<file path="config.mk">
export PLATFORM = sky130hd
export DESIGN_NAME = correlator_top
export DESIGN_NICKNAME = d
export VERILOG_FILES = /design/src/source/corr_sample_pkg.sv /design/src/source/corr_result_pkg.sv /design/src/source/sample_delay_line.sv /design/src/source/lag_accumulator.sv /design/src/source/correlator_core.sv /design/src/source/result_readout.sv /design/src/source/correlator_top.sv
export VERILOG_INCLUDE_DIRS = /design/src /design/src/source
export SDC_FILE = /design/constraint.sdc
export NUM_CORES = 1
export LEC_CHECK = 0
export ABC_AREA = 1
export BUFFER_PORTS_ARGS = -buffer_cell sky130_fd_sc_hd__buf_2
export CAP_MARGIN = 20
export CELL_PAD_IN_SITES_DETAIL_PLACEMENT = 1
export CELL_PAD_IN_SITES_GLOBAL_PLACEMENT = 1
export CORE_AREA = 5 5 250 252
export DETAILED_ROUTE_END_ITERATION = 10
export DIE_AREA = 0 0 255 257
export PLACE_DENSITY = 0.87
export SLEW_MARGIN = 0
export SYNTH_ARGS = -nofsm -noshare
export SYNTH_HDL_FRONTEND = slang
export SYNTH_SLANG_ARGS = --single-unit
export TNS_END_PERCENT = 1
</file>
<file path="constraint.sdc">
create_clock -name clk -period 2.9 [get_ports clk]
set_clock_uncertainty 0.05 [all_clocks]
set_input_delay 0.145 -clock clk [delete_from_list [all_inputs] [get_ports clk]]
set_output_delay 0.145 -clock clk [all_outputs]
set_load 0.01 [all_outputs]
</file>
<file path="src/source/corr_params.svh">
// --------------------
// Correlator sizing
// --------------------

`ifndef CORR_PARAMS_SVH
`define CORR_PARAMS_SVH

// Channels, and also baselines, since each channel starts one pair.
`define CORR_NUM_INPUTS 4

`define CORR_SAMPLE_WIDTH 2 // Low-resolution sampler output.

// Lags per baseline, which is also the delay line depth.
`define CORR_NUM_LAGS 4

`define CORR_ACC_WIDTH 12 // Per half of the complex value.

`endif

</file>
<file path="src/source/corr_sample_pkg.sv">
// --------------------
// Sample types
// --------------------

`include "corr_params.svh"

package corr_sample_pkg;

	// One unsigned sampler output.
	typedef logic [`CORR_SAMPLE_WIDTH-1:0] sample_t;

	// Delay line taps. Element 0 is the newest sample, element k is k strobes old.
	typedef sample_t [`CORR_NUM_LAGS-1:0] tap_vec_t;

	// All channels as presented on one sample strobe.
	typedef sample_t [`CORR_NUM_INPUTS-1:0] channel_bundle_t;

endpackage

</file>
<file path="src/source/corr_result_pkg.sv">
// --------------------
// Result types
// --------------------

`include "corr_params.svh"

package corr_result_pkg;

	typedef struct packed {
		logic [`CORR_ACC_WIDTH-1:0] re;
		logic [`CORR_ACC_WIDTH-1:0] im;
	} acc_t;

	typedef acc_t [`CORR_NUM_LAGS-1:0] baseline_acc_t; // One entry per lag.

	typedef struct packed {
		logic [$clog2(`CORR_NUM_INPUTS)-1:0] baseline;
		logic [$clog2(`CORR_NUM_LAGS)-1:0]   lag;
	} read_sel_t;

	// Saturated is set when either half sits at full scale.
	typedef struct packed {
		acc_t acc;
		logic saturated;
	} read_result_t;

endpackage

</file>
<file path="src/source/sample_delay_line.sv">
// --------------------
// Sample delay line
// --------------------

`timescale 1ns/1ps

`include "corr_params.svh"

module sample_delay_line
	import corr_sample_pkg::*;
(
	input  logic     clk,
	input  logic     reset_i,
	input  logic     strobe_i,
	input  sample_t  sample_i,
	output tap_vec_t taps_o
);

	localparam int NUM_LAGS = `CORR_NUM_LAGS;

	tap_vec_t taps_q;

	always_ff @(posedge clk) begin
		if (reset_i) begin
			taps_q <= '0;
		end else if (strobe_i) begin
			// Oldest sample drops off the top.
			taps_q <= {taps_q[NUM_LAGS-2:0], sample_i};
		end
	end

	assign taps_o = taps_q;

endmodule

</file>
<file path="src/source/lag_accumulator.sv">
// --------------------
// Baseline lag accumulator
// --------------------

`timescale 1ns/1ps

`include "corr_params.svh"

module lag_accumulator
	import corr_sample_pkg::*;
	import corr_result_pkg::*;
(
	input  logic          clk,
	input  logic          reset_i,
	input  logic          enable_i,
	input  logic          accumulate_i,
	input  sample_t       ref_sample_i,
	input  tap_vec_t      lag_taps_i,
	output baseline_acc_t acc_o
);

	localparam int ACC_W    = `CORR_ACC_WIDTH;
	localparam int PROD_W   = 2 * `CORR_SAMPLE_WIDTH;
	localparam int NUM_LAGS = `CORR_NUM_LAGS;

	baseline_acc_t acc_q;
	tap_vec_t      inv_taps;

	logic [PROD_W-1:0] prod_re [NUM_LAGS];
	logic [PROD_W-1:0] prod_im [NUM_LAGS];

	// Add a product, clamping at full scale.
	function automatic logic [ACC_W-1:0] sat_add(
		input logic [ACC_W-1:0]  acc,
		input logic [PROD_W-1:0] prod
	);
		logic [ACC_W:0] sum;
		sum = acc + prod;
		return sum[ACC_W] ? {ACC_W{1'b1}} : sum[ACC_W-1:0];
	endfunction

	// --------------------
	// Products
	// --------------------

	assign inv_taps = ~lag_taps_i; // 3 minus each 2-bit tap.

	always_comb begin
		for (int k = 0; k < NUM_LAGS; k++) begin
			prod_re[k] = ref_sample_i * lag_taps_i[k];
			prod_im[k] = ref_sample_i * inv_taps[k];
		end
	end

	// --------------------
	// Accumulators
	// --------------------

	always_ff @(posedge clk) begin
		if (reset_i || !enable_i) begin
			acc_q <= '0;
		end else if (accumulate_i) begin
			for (int k = 0; k < NUM_LAGS; k++) begin
				acc_q[k].re <= sat_add(acc_q[k].re, prod_re[k]);
				acc_q[k].im <= sat_add(acc_q[k].im, prod_im[k]);
			end
		end
	end

	assign acc_o = acc_q;

	// Counts only grow while the correlator stays enabled.
	for (genvar k = 0; k < NUM_LAGS; k++) begin : g_mono
		a_no_decrease : assert property (
			@(posedge clk) disable iff (reset_i)
			enable_i |=> (acc_q[k].re >= $past(acc_q[k].re)) &&
				(acc_q[k].im >= $past(acc_q[k].im))
		);
	end

endmodule

</file>
<file path="src/source/correlator_core.sv">
// --------------------
// Correlator core
// --------------------

`timescale 1ns/1ps

`include "corr_params.svh"

module correlator_core
	import corr_sample_pkg::*;
	import corr_result_pkg::*;
(
	input  logic                        clk,
	input  logic                        reset_i,
	input  logic                        enable_i,
	input  logic                        sample_strobe_i,
	input  channel_bundle_t             samples_i,
	input  logic [`CORR_NUM_INPUTS-1:0] channel_mask_i,
	output baseline_acc_t               acc_o [`CORR_NUM_INPUTS]
);

	localparam int NUM_INPUTS = `CORR_NUM_INPUTS;

	tap_vec_t taps [NUM_INPUTS];

	logic                  acc_strobe; // Strobe one cycle late, taps already shifted.
	logic [NUM_INPUTS-1:0] pair_en;
	logic [NUM_INPUTS-1:0] accumulate;

	always_ff @(posedge clk) begin
		if (reset_i) begin
			acc_strobe <= 1'b0;
		end else begin
			acc_strobe <= sample_strobe_i;
		end
	end

	// --------------------
	// Delay lines
	// --------------------

	for (genvar c = 0; c < NUM_INPUTS; c++) begin : g_chan
		sample_delay_line sample_delay_line_i (
			.clk      (clk),
			.reset_i  (reset_i),
			.strobe_i (sample_strobe_i),
			.sample_i (samples_i[c]),
			.taps_o   (taps[c])
		);
	end

	// --------------------
	// Baselines
	// --------------------

	// Baseline b pairs channel b with the next channel, wrapping around.
	for (genvar b = 0; b < NUM_INPUTS; b++) begin : g_base
		localparam int PEER = (b + 1) % NUM_INPUTS;

		assign pair_en[b]    = channel_mask_i[b] & channel_mask_i[PEER];
		assign accumulate[b] = acc_strobe & pair_en[b]; // Masked pairs simply hold.

		lag_accumulator lag_accumulator_i (
			.clk          (clk),
			.reset_i      (reset_i),
			.enable_i     (enable_i),
			.accumulate_i (accumulate[b]),
			.ref_sample_i (taps[b][0]),
			.lag_taps_i   (taps[PEER]),
			.acc_o        (acc_o[b])
		);

		// A masked pair keeps its values while enabled.
		a_masked_hold : assert property (
			@(posedge clk) disable iff (reset_i)
			enable_i && !pair_en[b] |=> acc_o[b] == $past(acc_o[b])
		);
	end

endmodule

</file>
<file path="src/source/result_readout.sv">
// --------------------
// Result readout
// --------------------

`timescale 1ns/1ps

`include "corr_params.svh"

module result_readout
	import corr_result_pkg::*;
(
	input  logic          clk,
	input  logic          reset_i,
	input  read_sel_t     read_sel_i,
	input  baseline_acc_t acc_i [`CORR_NUM_INPUTS],
	output read_result_t  read_o
);

	localparam logic [`CORR_ACC_WIDTH-1:0] ACC_MAX = {`CORR_ACC_WIDTH{1'b1}};

	acc_t sel_acc;

	assign sel_acc = acc_i[read_sel_i.baseline][read_sel_i.lag];

	always_ff @(posedge clk) begin
		if (reset_i) begin
			read_o <= '0;
		end else begin
			read_o.acc       <= sel_acc;
			read_o.saturated <= (sel_acc.re == ACC_MAX) || (sel_acc.im == ACC_MAX);
		end
	end

endmodule

</file>
<file path="src/source/correlator_top.sv">
// --------------------
// Lag correlator top
// --------------------

`timescale 1ns/1ps

`include "corr_params.svh"

module correlator_top
	import corr_sample_pkg::*;
	import corr_result_pkg::*;
(
	input  logic                        clk,
	input  logic                        reset_i,
	input  logic                        enable_i,
	input  logic                        sample_strobe_i,
	input  channel_bundle_t             samples_i,
	input  logic [`CORR_NUM_INPUTS-1:0] channel_mask_i,
	input  read_sel_t                   read_sel_i,
	output read_result_t                read_o
);

	baseline_acc_t acc [`CORR_NUM_INPUTS]; // All baselines, all lags.

	correlator_core correlator_core_i (
		.clk             (clk),
		.reset_i         (reset_i),
		.enable_i        (enable_i),
		.sample_strobe_i (sample_strobe_i),
		.samples_i       (samples_i),
		.channel_mask_i  (channel_mask_i),
		.acc_o           (acc)
	);

	result_readout result_readout_i (
		.clk        (clk),
		.reset_i    (reset_i),
		.read_sel_i (read_sel_i),
		.acc_i      (acc),
		.read_o     (read_o)
	);

endmodule

</file>
==> results.cfg <==
[run_status]
status = complete, no violations

[placed_design]
place_area_mm2 = 0.02917
routabilityCongestion = 0.9072
dpl.hpwl_um = 69600
io_buffers = 44
pre_cts_slack_ns = -0.04032

[synthesis]
synth-seq-cells = 442
syn_avg_cell_area_um2 = 6.908
yosysTopAreaCell = dfxtp_1
syn-cell-area_mm2 = 0.02779
yosys_warnings = 0
yosysSeqAreaShare_pct = 31.85
synth.distinct_cells = 43
syn_nets = 4266
synthCells = 4022
synth.area.top_cells = dfxtp_1 32%, nand2_1 13%, inv_1 7.8%
yosys.area.top_type_share_pct = 31.85

[flow_run]
drv_cap = 0

[power]
leakage_nw = 13.92
peakVddDrop_uv = 476.1
p_per_area_mw_per_mm2 = 468.5

[worst_setup_path]
cp_max_fo = 10
cp_data_arrival_time_ns = 3.33
start_kind = flip-flop
crit_type = reg2reg
crit_required_ns = 3.34
end_kind = flip-flop

[sta]
min_period_over_period_pct = 99.71
setup-violations-final = 0
period_needed_ns = 2.891
setup_slack_ns = 0.008501
worst_pin_slew_ns = 1.037
max_freq_mhz = 345.8
hold_ws_ns = 0.1147
grt_setup_unrepaired = yes
hold_viol = 0
drv_slew = 0
max_slew_margin_pct = 30.85

[route]
wl_um = 98210
final_antenna_net_count = 0
drt_first_iter_violations = 2003
routed_via_density = 5.733
routedWlPerCell_um = 20.12
drt_pass1_iterations = 5
vias = 27990
drc = 0

[die]
io_pins = 45
row_count = 90
start_util_pct = 46.38
dieArea_mm2 = 0.06554
fp.dieH_um = 257
fp.dieW_um = 255
coreArea_mm2 = 0.05991

[cts]
cts_tree = built
clockBufferDepth = 3
cts-buffers-inserted = 54
cts-root-buf = clkbuf_16
cts.clk_slew.worst_paths_ns = 0.06
numClockSinks = 442
ctsHtreeMaxLevel = 2
clk_latency_ns = 0.63

[global_routing]
antenna_found_initial = 2
grt_max_degree = 135
grt_pass1_wl_um = 153100
grt.overflow.total = 0
track_usage_pct = 28.62
grt_pass1_vias = 28700

[finish]
layout_commonest_cell = nand2_1
area_growth_pct = 12.84
fin_util_pct = 52.34
layout_common_cells = 930 x nand2_1, 580 x inv_1, 433 x dfxtp_1
layout-drive-gt1-share_pct = 8.348
finalInstanceArea_mm2 = 0.03135
fin_nets = 4298

[hold_path]
hp-class = in2reg
registers in the layout, indices dropped and copies added (netlist names):
register and flops:
correlator_core_i.acc_strobe 1, correlator_core_i.g_base.lag_accumulator_i.acc_o 384, correlator_core_i.g_chan.sample_delay_line_i.taps_o 32, result_readout_i.read_o 25
where the power goes:
part	switching, mW	internal (mW)
logic	0.983	0.443
clock network	2.90	4.15
registers	0.0693	6.15
total	3.95	10.7
logic make-up after synthesis:
logic type	count (synthesis)	synth area share, %
buffers and inverters	764	10.48
and+or+nand+nor	1811	27.57
AOI/OAI and AO/OA	661	14.50
adders and majority gates	224	11.82
DFF	442	31.85
xor gates and xnor gates	120	3.783
path summary, 6_finish.rpt:
| check | start | end | slack, ns | cells after the start |
|---|---|---|---|---|
| setup / recovery | flip-flop | flip-flop | 0.009 | 13 |
| setup reg to reg | flip-flop | flip-flop | 0.009 | 13 |
| hold / removal | read_sel_i[1] | result_readout_i.read_o[16] | 0.11 | 4 |
| hold reg to reg | flip-flop | flip-flop | 0.43 | 2 |
routing by layer:
layer	wire length, um	track usage (%)	up-vias
met5	13	0	-
met2	46010	47.97	801
met4	4861	12.46	2
met1	41870	36.86	13680
li1	-	-	13240
met3	5454	3.858	263
critical path, cell delays in order (launching register included):
cell and delay, ns:
dfxtp_1 0.37, clkinv_1 0.10, buf_6 0.16, nor2_1 0.19, fa_1 0.51, ha_2 0.24, fa_1 0.41, nand2_1 0.10
nand2_1 0.08, nand4_1 0.15, nor3_2 0.08, nand3_1 0.09, xor2_1 0.15, a21oi_1 0.08
cell usage after synthesis (all sizes together):
master	number
a211oi	73
a21boi	8
a21oi	216
a221oi	66
a31oi	47
and2	1
buf	47
clkbuf	122
clkinv	9
dfxtp	442
fa	64
ha	160
inv	586
nand2	931
nand3	380
nand3b	1
nand4	25
nor2	322
nor2b	5
nor3	129
nor4	3
o211ai	67
o21a	5
o21ai	167
o311a	1
o31ai	11
or2	14
xnor2	40
xor2	80
through the flow:
step / instances / TNS, ns / total power, mW
after floorplan: 4022 / 0 / 7.150
after global placement: 4770 / 0 / 7.645
after detailed placement: 4770 / -0.05047 / 7.701
after CTS: 4878 / -0.02035 / 14.74
after global routing: 4879 / -0.9667 / 15.15
final: 4881 / 0 / 14.69
layout make-up:
type	count	area, um^2
multi-input cells	2816	16280
flip-flops and latches	442	8860
clock inverters	15	135.1
inverters	595	2246
well taps	782	978.4
diodes	2	5.005
clock buffers	84	1688
repair buffers	145	1161
fillers	7789	28550
repair_timing:
action | CTS | global route
endpoints found under the setup margin | 11 | 60
pin swaps | 0 | 9
gates resized for setup | 14 | 79
hold buffers | 9 | 0
hold endpoints to repair | 12 | 0
buffers inserted | 0 | 1
Power figures use the tool's default switching activity.
